`config.mk`:
```
export PLATFORM = sky130hd
export DESIGN_NAME = fetch_top
export DESIGN_NICKNAME = d
export VERILOG_FILES = /design/src/pc_ctrl_pkg.sv /design/src/fetch_state_pkg.sv /design/src/fetch_top.sv /design/src/fetch_stage.sv /design/src/pc_gen.sv /design/src/fetch_cfg_regs.sv
export VERILOG_INCLUDE_DIRS = /design/src /design/src/include
export SDC_FILE = /design/constraint.sdc
export NUM_CORES = 1
export LEC_CHECK = 0
export BUFFER_PORTS_ARGS = -buffer_cell sky130_fd_sc_hd__buf_4
export CAP_MARGIN = 15
export CORE_MARGIN = 2
export CORE_UTILIZATION = 52
export CTS_BUF_LIST = sky130_fd_sc_hd__clkbuf_8
export DETAILED_ROUTE_END_ITERATION = 8
export PLACE_DENSITY = 0.79
export SETUP_SLACK_MARGIN = 0.2
export SYNTH_ARGS = -nofsm -noshare
export SYNTH_HDL_FRONTEND = slang
export SYNTH_SLANG_ARGS = --single-unit
```
`constraint.sdc`:
```
create_clock -name clk -period 2.6 [get_ports clk]
set_clock_uncertainty 0.1 [all_clocks]
set_input_delay 0.26 -clock clk [delete_from_list [all_inputs] [get_ports clk]]
set_output_delay 0.26 -clock clk [all_outputs]
set_load 0.05 [all_outputs]
```
`src/include/fetch_config.svh`:
```
`ifndef FETCH_CONFIG_SVH
`define FETCH_CONFIG_SVH

// datapath widths
`define BUS_WIDTH       32
`define DATA_WIDTH      32

// boot pc and trap vector out of reset
`define RESET_PC        32'h0000_1000
`define RESET_TRAP_VEC  32'h0000_0100

// loaded into the instruction buffer when killed
`define INST_NOP        32'h0000_0013

// config register port
`define CFG_ADDR_W        2
`define CFG_ADDR_BOOT_PC  2'd0
`define CFG_ADDR_TRAP_VEC 2'd1
`define CFG_ADDR_CTRL     2'd2
`define CFG_CTRL_EN_BIT   0

`endif
```
`src/pc_ctrl_pkg.sv`:
```
`default_nettype none

`include "fetch_config.svh"

package pc_ctrl_pkg;

    // where the next fetch pc comes from
    typedef enum logic [1:0] {
        pc_sel_seq      = 2'b00,
        pc_sel_redirect = 2'b01,
        pc_sel_trap     = 2'b10,
        pc_sel_boot     = 2'b11
    } pc_sel_e;

    // config register map, top code is unused
    typedef enum logic [`CFG_ADDR_W-1:0] {
        cfg_boot_pc  = `CFG_ADDR_BOOT_PC,
        cfg_trap_vec = `CFG_ADDR_TRAP_VEC,
        cfg_ctrl     = `CFG_ADDR_CTRL
    } cfg_reg_e;

endpackage

`default_nettype wire

```
`src/fetch_state_pkg.sv`:
```
`default_nettype none

package fetch_state_pkg;

    // fetch stage occupancy, one-hot
    typedef enum logic [3:0] {
        // stale read in flight after a flush
        state_leap  = 4'b0001,
        // idle, or item waiting on its read
        state_empty = 4'b0010,
        // last word went straight to decode
        state_pipe  = 4'b0100,
        // word held in the buffer
        state_full  = 4'b1000
    } fetch_state_e;

endpackage

`default_nettype wire

```
`src/fetch_top.sv`:
```
`default_nettype none

`include "fetch_config.svh"

module fetch_top (
    input  wire                          clk,
    input  wire                          rst_n,
    // config write port
    input  wire                          cfg_we,
    input  wire pc_ctrl_pkg::cfg_reg_e   cfg_addr,
    input  wire [`BUS_WIDTH-1:0]         cfg_wdata,
    // decode side control
    input  wire                          hold,
    input  wire                          flush,
    input  wire [`BUS_WIDTH-1:0]         redirect_pc,
    input  wire                          trap,
    input  wire                          allow_in_id,
    // instruction memory
    input  wire                          mem_data_ok,
    input  wire [`DATA_WIDTH-1:0]        rom_rdata,
    output logic                         rom_req,
    output logic [`BUS_WIDTH-1:0]        rom_addr,
    // to decode
    output logic [`BUS_WIDTH-1:0]        pc_if,
    output logic [`DATA_WIDTH-1:0]       instruction_if,
    output logic                         valid_if,
    output logic                         ready_go_if
);

    // config to pre-fetch
    logic [`BUS_WIDTH-1:0] boot_pc;
    logic [`BUS_WIDTH-1:0] trap_vec;
    logic                  fetch_en;

    // pre-fetch to fetch
    logic [`BUS_WIDTH-1:0] next_pc;
    logic                  valid_pre;
    logic                  ready_go_pre;
    logic                  allow_in_if;

    fetch_cfg_regs i_fetch_cfg_regs (
        .clk       (clk),
        .rst_n     (rst_n),
        .cfg_we    (cfg_we),
        .cfg_addr  (cfg_addr),
        .cfg_wdata (cfg_wdata),
        .boot_pc   (boot_pc),
        .trap_vec  (trap_vec),
        .fetch_en  (fetch_en)
    );

    pc_gen i_pc_gen (
        .clk          (clk),
        .rst_n        (rst_n),
        .boot_pc      (boot_pc),
        .trap_vec     (trap_vec),
        .fetch_en     (fetch_en),
        .flush        (flush),
        .redirect_pc  (redirect_pc),
        .trap         (trap),
        .allow_in_if  (allow_in_if),
        .next_pc      (next_pc),
        .valid_pre    (valid_pre),
        .ready_go_pre (ready_go_pre),
        .rom_req      (rom_req),
        .rom_addr     (rom_addr)
    );

    fetch_stage i_fetch_stage (
        .clk            (clk),
        .rst_n          (rst_n),
        .hold           (hold),
        .flush          (flush),
        .mem_data_ok    (mem_data_ok),
        .rom_rdata      (rom_rdata),
        .next_pc        (next_pc),
        .valid_pre      (valid_pre),
        .ready_go_pre   (ready_go_pre),
        .allow_in_if    (allow_in_if),
        .allow_in_id    (allow_in_id),
        .pc_if          (pc_if),
        .instruction_if (instruction_if),
        .valid_if       (valid_if),
        .ready_go_if    (ready_go_if)
    );

endmodule

`default_nettype wire

```
`src/fetch_stage.sv`:
```
`default_nettype none

`include "fetch_config.svh"

module fetch_stage (
    input  wire                    clk,
    input  wire                    rst_n,
    // decode stall and pipeline kill
    input  wire                    hold,
    input  wire                    flush,
    // memory response
    input  wire                    mem_data_ok,
    input  wire [`DATA_WIDTH-1:0]  rom_rdata,
    // from pre-fetch
    input  wire [`BUS_WIDTH-1:0]   next_pc,
    input  wire                    valid_pre,
    input  wire                    ready_go_pre,
    output logic                   allow_in_if,
    // to decode
    input  wire                    allow_in_id,
    output logic [`BUS_WIDTH-1:0]  pc_if,
    output logic [`DATA_WIDTH-1:0] instruction_if,
    output logic                   valid_if,
    output logic                   ready_go_if
);

    fetch_state_pkg::fetch_state_e state;
    fetch_state_pkg::fetch_state_e next_state;

    logic [`BUS_WIDTH-1:0]  pc;
    logic                   valid;
    // holds the word while decode stalls
    logic [`DATA_WIDTH-1:0] inst_buf;

    logic pipe_in;
    logic waiting;
    logic buffered;
    logic handoff;
    logic capture;

    //////////////////////////////
    // pipeline handshake
    //////////////////////////////

    // item offered by pre-fetch, killed by flush
    assign pipe_in  = valid_pre & ready_go_pre & ~flush;
    assign waiting  = (state == fetch_state_pkg::state_empty) ||
                      (state == fetch_state_pkg::state_pipe);
    assign buffered = (state == fetch_state_pkg::state_full);

    // flushed item never reaches decode
    assign valid_if = valid & ~flush;

    // word in hand, either buffered or arriving now
    assign ready_go_if = ~hold & (buffered | (waiting & mem_data_ok));

    assign handoff = valid_if & ready_go_if & allow_in_id;

    // data arrived but decode did not take it
    assign capture = waiting & valid_if & mem_data_ok & ~handoff;

    // room only when no read is left in flight
    // leap frees up as the stale word lands
    always_comb begin
        if (state == fetch_state_pkg::state_leap) begin
            allow_in_if = mem_data_ok;
        end else begin
            allow_in_if = ~valid | handoff;
        end
    end

    assign pc_if          = pc;
    assign instruction_if = buffered ? inst_buf : rom_rdata;

    //////////////////////////////
    // state machine
    //////////////////////////////

    always_ff @(posedge clk or negedge rst_n) begin
        if (!rst_n) begin
            state <= fetch_state_pkg::state_empty;
        end else begin
            state <= next_state;
        end
    end

    always_comb begin
        next_state = state;
        case (state)
            fetch_state_pkg::state_leap: begin
                // stale word is thrown away
                if (mem_data_ok) begin
                    next_state = fetch_state_pkg::state_empty;
                end
            end
            fetch_state_pkg::state_empty,
            fetch_state_pkg::state_pipe: begin
                if (flush) begin
                    // read still out, skip its answer
                    if (valid && !mem_data_ok) begin
                        next_state = fetch_state_pkg::state_leap;
                    end else begin
                        next_state = fetch_state_pkg::state_empty;
                    end
                end else if (valid && mem_data_ok) begin
                    if (handoff) begin
                        next_state = fetch_state_pkg::state_pipe;
                    end else begin
                        next_state = fetch_state_pkg::state_full;
                    end
                end else begin
                    next_state = fetch_state_pkg::state_empty;
                end
            end
            fetch_state_pkg::state_full: begin
                // buffer drains to decode or is killed
                if (flush || handoff) begin
                    next_state = fetch_state_pkg::state_empty;
                end
            end
            default: begin
                next_state = fetch_state_pkg::state_empty;
            end
        endcase
    end

    //////////////////////////////
    // item registers
    //////////////////////////////

    always_ff @(posedge clk or negedge rst_n) begin
        if (!rst_n) begin
            valid <= 1'b0;
        end else if (flush) begin
            valid <= 1'b0;
        end else if (allow_in_if) begin
            valid <= pipe_in;
        end
    end

    // pc follows the item accepted from pre-fetch
    always_ff @(posedge clk) begin
        if (allow_in_if && pipe_in) begin
            pc <= next_pc;
        end
    end

    always_ff @(posedge clk) begin
        if (flush) begin
            inst_buf <= `INST_NOP;
        end else if (capture) begin
            inst_buf <= rom_rdata;
        end
    end

endmodule

`default_nettype wire

```
`src/pc_gen.sv`:
```
`default_nettype none

`include "fetch_config.svh"

module pc_gen (
    input  wire                   clk,
    input  wire                   rst_n,
    // config
    input  wire [`BUS_WIDTH-1:0]  boot_pc,
    input  wire [`BUS_WIDTH-1:0]  trap_vec,
    input  wire                   fetch_en,
    // redirect from later stages
    input  wire                   flush,
    input  wire [`BUS_WIDTH-1:0]  redirect_pc,
    input  wire                   trap,
    // fetch stage has room
    input  wire                   allow_in_if,
    // to fetch stage
    output logic [`BUS_WIDTH-1:0] next_pc,
    output logic                  valid_pre,
    output logic                  ready_go_pre,
    // instruction memory read
    output logic                  rom_req,
    output logic [`BUS_WIDTH-1:0] rom_addr
);

    pc_ctrl_pkg::pc_sel_e  pc_sel;
    // pc of the last item handed to fetch
    logic [`BUS_WIDTH-1:0] pc_q;
    // redirect target held until taken
    logic [`BUS_WIDTH-1:0] redir_pc;
    logic                  boot_pend;
    logic                  redir_pend;
    logic                  trap_pend;
    logic                  accept;

    // nothing is offered while in reset
    assign valid_pre    = fetch_en & rst_n;
    // selection settles the cycle after a flush
    assign ready_go_pre = ~flush;
    assign accept       = valid_pre & ready_go_pre & allow_in_if;

    // read goes out with the move into fetch
    assign rom_req  = accept;
    assign rom_addr = next_pc;

    // trap beats redirect beats boot
    always_comb begin
        if (trap_pend) begin
            pc_sel = pc_ctrl_pkg::pc_sel_trap;
        end else if (redir_pend) begin
            pc_sel = pc_ctrl_pkg::pc_sel_redirect;
        end else if (boot_pend) begin
            pc_sel = pc_ctrl_pkg::pc_sel_boot;
        end else begin
            pc_sel = pc_ctrl_pkg::pc_sel_seq;
        end
    end

    always_comb begin
        case (pc_sel)
            pc_ctrl_pkg::pc_sel_redirect: next_pc = redir_pc;
            pc_ctrl_pkg::pc_sel_trap:     next_pc = trap_vec;
            pc_ctrl_pkg::pc_sel_boot:     next_pc = boot_pc;
            default:                      next_pc = pc_q + 32'd4;
        endcase
    end

    // pending sources, cleared once fetch takes the item
    always_ff @(posedge clk or negedge rst_n) begin
        if (!rst_n) begin
            boot_pend  <= 1'b1;
            redir_pend <= 1'b0;
            trap_pend  <= 1'b0;
        end else if (flush) begin
            trap_pend  <= trap;
            redir_pend <= ~trap;
        end else if (accept) begin
            boot_pend  <= 1'b0;
            redir_pend <= 1'b0;
            trap_pend  <= 1'b0;
        end
    end

    always_ff @(posedge clk) begin
        if (flush) begin
            redir_pc <= redirect_pc;
        end
        if (accept) begin
            pc_q <= next_pc;
        end
    end

endmodule

`default_nettype wire

```
`src/fetch_cfg_regs.sv`:
```
`default_nettype none

`include "fetch_config.svh"

module fetch_cfg_regs (
    input  wire                          clk,
    input  wire                          rst_n,
    // simple write port
    input  wire                          cfg_we,
    input  wire pc_ctrl_pkg::cfg_reg_e   cfg_addr,
    input  wire [`BUS_WIDTH-1:0]         cfg_wdata,
    // to the pre-fetch stage
    output logic [`BUS_WIDTH-1:0]        boot_pc,
    output logic [`BUS_WIDTH-1:0]        trap_vec,
    output logic                         fetch_en
);

    // pc values are always word aligned
    logic [`BUS_WIDTH-1:0] wdata_aligned;

    assign wdata_aligned = {cfg_wdata[`BUS_WIDTH-1:2], 2'b00};

    //////////////////////////////
    // register file
    //////////////////////////////

    // write lands on the next edge
    always_ff @(posedge clk or negedge rst_n) begin
        if (!rst_n) begin
            boot_pc  <= `RESET_PC;
            trap_vec <= `RESET_TRAP_VEC;
            // fetch runs out of reset
            fetch_en <= 1'b1;
        end else if (cfg_we) begin
            case (cfg_addr)
                pc_ctrl_pkg::cfg_boot_pc: begin
                    boot_pc <= wdata_aligned;
                end
                pc_ctrl_pkg::cfg_trap_vec: begin
                    trap_vec <= wdata_aligned;
                end
                pc_ctrl_pkg::cfg_ctrl: begin
                    fetch_en <= cfg_wdata[`CFG_CTRL_EN_BIT];
                end
                // unmapped address, drop the write
                default: begin
                end
            endcase
        end
    end

endmodule

`default_nettype wire

```
==> impl_results.md <==
- Status: complete, but fails checks
- Violated checks: negative setup slack
- Syn Nets: 777
- DR WL/cell: 23.5 um
- HPWL reported at the end of detailed placement: 14.1 mm
- Die Wd: 125 um
- Vias in the first global route: 7581
- Comb power frac: 33.3%
- Hold Vio Cnt, Final: 0
- Count leader, synth: mux2_2
- Worst vdd ir: 417 uV
- Post-synthesis cell count: 670
- CTS root buf: clkbuf_8
- CTS Buf Count: 17
- Leakage power: 5.24 nW
- Slew headroom: 38.1%
- CP arrival: 2.37 ns
- Clk buf depth: 2
- Final Max Tran Viols: 0
- Core area: 14400 um^2
- TNS Setup: -0.635 ns
- Clock power frac: 25.9%
- R2R Path Start: i_fetch_stage.state[1]$_DFFE_PN1P_
- Classification of the worst setup path: reg -> out
- Multi-input gate area: 3800 um^2
- Final setup viols: 10
- CP endpoint kind: output port
- Pre-antenna DRT Iters: 5
- #FFs+latches synth: 165
- FF-to-FF path depth: 6
- Total gr overflow: 0
- Share of flip-flops with an asynchronous set or reset: 41.8%
- Overall Power: 0.00787 W
- Crit start category: register
- Row cnt: 44
- Synth cell types: 45
- Final WS setup: -0.127 ns
- Register area: 4300 um^2
- Post-synth top area share: 25.2%
- Cell taking the most area after synthesis: edfxtp_1
- DRC viols: 0
- Fillers: 590
- Full die area: 15700 um^2
- Placed cell area: 9700 um^2
- Internal power: 0.00524 W
- Syn_area_per_cell: 11.4 um^2
- CTS tree: done
- HP Start: flush
- Worst-Margin Slew: 0.928 ns
- Vias/cell: 5.99
- Design Area, Final: 12700 um^2
- Largest net degree at the start of global routing: 70
- R2R setup slack: 0.22 ns
- GRT Util Overall: 32.4%
- PwrDens: 620 nW/um^2
- Area grow syn2layout: 66.1%
- Register area share after synthesis: 56.3%
- Via Count: 7438
- Min-Delay Path Class: in -> reg
- # clock sinks: 165
- Yosys warns: 0
- Placer congestion estimate: 0.874
- I/O pin count: 205
- Antenna violations before repair: 0
- Clock latency on the worst-skew pair: 0.46 ns
- Period utilization: 105%
- Global-route wire length before repair: 39.7 mm
- Number of synthesized flops with an enable pin: 64
- H-tree depth: 4
- Number of max-cap violations: 0
- Die height: 125 um
- Worst endpoint required time: 2.24 ns
- Netlist Area Pre-Place: 7640 um^2
- Critical path launch point: i_pc_gen.pc_q[26]$_DFFE_PP_
- Fmax: 367 MHz
- Reg2Reg Capture Point: i_pc_gen.pc_q[17]$_DFFE_PP_
- Most frequent cells after synthesis: mux2_2 (93), nand2_1 (87), a21oi_1 (71)
- RSZ-0062 raised after global routing: yes
- Nets: 1151
- Layout cells sized above 1: 49.5%
- Switch Pwr: 0.00263 W
- Final core utilization: 87.9%
- Final wirelength: 29.2 mm
- Initial DRC Count: 756
- Antenna-violating nets left: 0
- Switching Share: 33.4%
- Buffers added on ports: 203
- Critical path fanouts, max: 3
- CP endpoint: rom_addr[30]
- Sequential Power Share: 40.7%
- Initial Util: 52.9%
- Post-synth top flop: edfxtp_1
- Worst-path clk slew: 0.09 ns
- Final min period: 2.73 ns
- Synth top area cells: edfxtp_1 (25%), dfrtp_1 (21%), mux2_2 (14%)
==> registers in the layout, indices dropped and copies added (netlist names) <==
| signal | flops |
|---|---|
| i_fetch_stage.state | 4 |
| i_fetch_cfg_regs.trap_vec | 30 |
| i_fetch_stage.valid | 1 |
| i_pc_gen.boot_pend | 1 |
| i_fetch_cfg_regs.fetch_en | 1 |
| i_fetch_stage.inst_buf | 32 |
| i_pc_gen.pc_q | 32 |
| i_pc_gen.redir_pend | 1 |
| i_fetch_cfg_regs.boot_pc | 30 |
| i_pc_gen.redir_pc | 32 |
| i_pc_gen.trap_pend | 1 |
==> worst min path at each step <==
stage	endpoint	slack [ns]	cells past startpoint
finish	i_pc_gen.redir_pc[24]$_DFFE_PP_	0.08	1
global placement	i_pc_gen.redir_pc[12]$_DFFE_PP_	0.34	1
global route	i_pc_gen.redir_pc[24]$_DFFE_PP_	0.05	1
CTS	i_pc_gen.redir_pc[16]$_DFFE_PP_	0.06	1
detailed placement	i_pc_gen.redir_pc[8]$_DFFE_PP_	0.34	1
floorplan	i_fetch_cfg_regs.boot_pc[10]$_DFFE_PN0P_	-0.14	0
==> stage by stage <==
| stage | std cells | setup WS [ns] | hold WS (ns) |
|---|---|---|---|
| CTS | 1212 | 0.0122 | 0.0564 |
| floorplan | 670 | -0.0997 | -0.136 |
| finish | 1242 | -0.127 | 0.0795 |
| global route | 1241 | -0.162 | 0.0544 |
| global placement | 1038 | 0.241 | 0.338 |
| detailed placement | 1038 | 0.194 | 0.339 |
==> critical path: stages (launching register included) <==
cell	delay (ns)
edfxtp_1	0.55
nand3_2	0.17
nor3_2	0.19
buf_4	0.15
nand4_1	0.21
xor2_2	0.24
o221ai_4	0.20
buf_6	0.19
==> layout by cell type (no fill, tap or decap), types with 6 or more instances in the layout <==
cell type      instances
nand4_1                9
xor2_1                 9
dfrtp_1               59
a21oi_1               55
mux2_4                32
nand3_2                6
o221ai_4               7
inv_1                 23
buf_4                215
dlygate4sd3_1         99
nand2_1               82
dfxtp_1               32
a221oi_1              16
buf_6                 41
a21oi_2               14
a21oi_4                9
edfxtp_1              64
buf_8                 34
xor2_2                12
clkbuf_8              20
mux2_2                61
nor2_1                49
==> layout make-up <==
type | instances | area share [%]
Tap cell | 184 | 1.82
Clock buffer | 20 | 2.17
Antenna cell | 1 | 0.0197
Sequential cell | 165 | 33.9
Clock inverter | 12 | 1.25
Inverter | 20 | 0.592
Timing Repair Buffer | 400 | 30.2
Multi-Input combinational cell | 440 | 30.0
==> layer usage <==
metal | part of all wire, % | up-vias | wire (um) | track usage (%)
li1 | - | 3131 | - | -
met5 | 0 | - | 0 | 0
met2 | 52 | 524 | 15200 | 56.4
met4 | 4.3 | 0 | 1240 | 14.3
met1 | 35 | 3681 | 10100 | 37.9
met3 | 9.3 | 102 | 2720 | 8.26
==> power by group through the flow <==
stage	Clock [W]	Combinational, W	Sequential (W)
after floorplan	0	0.00127	0.00330
after global placement	0	0.00197	0.00322
after detailed placement	0	0.00201	0.00324
after CTS	0.00205	0.00237	0.00318
after global routing	0.00217	0.00271	0.00323
final	0.00204	0.00262	0.00320
==> cells by family after synthesis <==
kind of cell | Yosys count | synth area share (%)
compound gates | 115 | 9.70
xor+xnor | 28 | 3.21
flops | 165 | 56.3
simple gates | 201 | 12.7
mux | 95 | 14.0
buf+inv | 65 | 4.03
fa+ha+maj | 1 | 0.164
==> what timing repair did <==
item,in CTS,in global routing
gates cloned,3,3
setup buffers,40,26
endpoints found under the setup margin,63,88
gates resized for setup,107,108
pin swaps,31,25
hold buffers,99,0
endpoints found under the hold margin,193,0
Note: power is estimated with default switching activity, not from simulation.
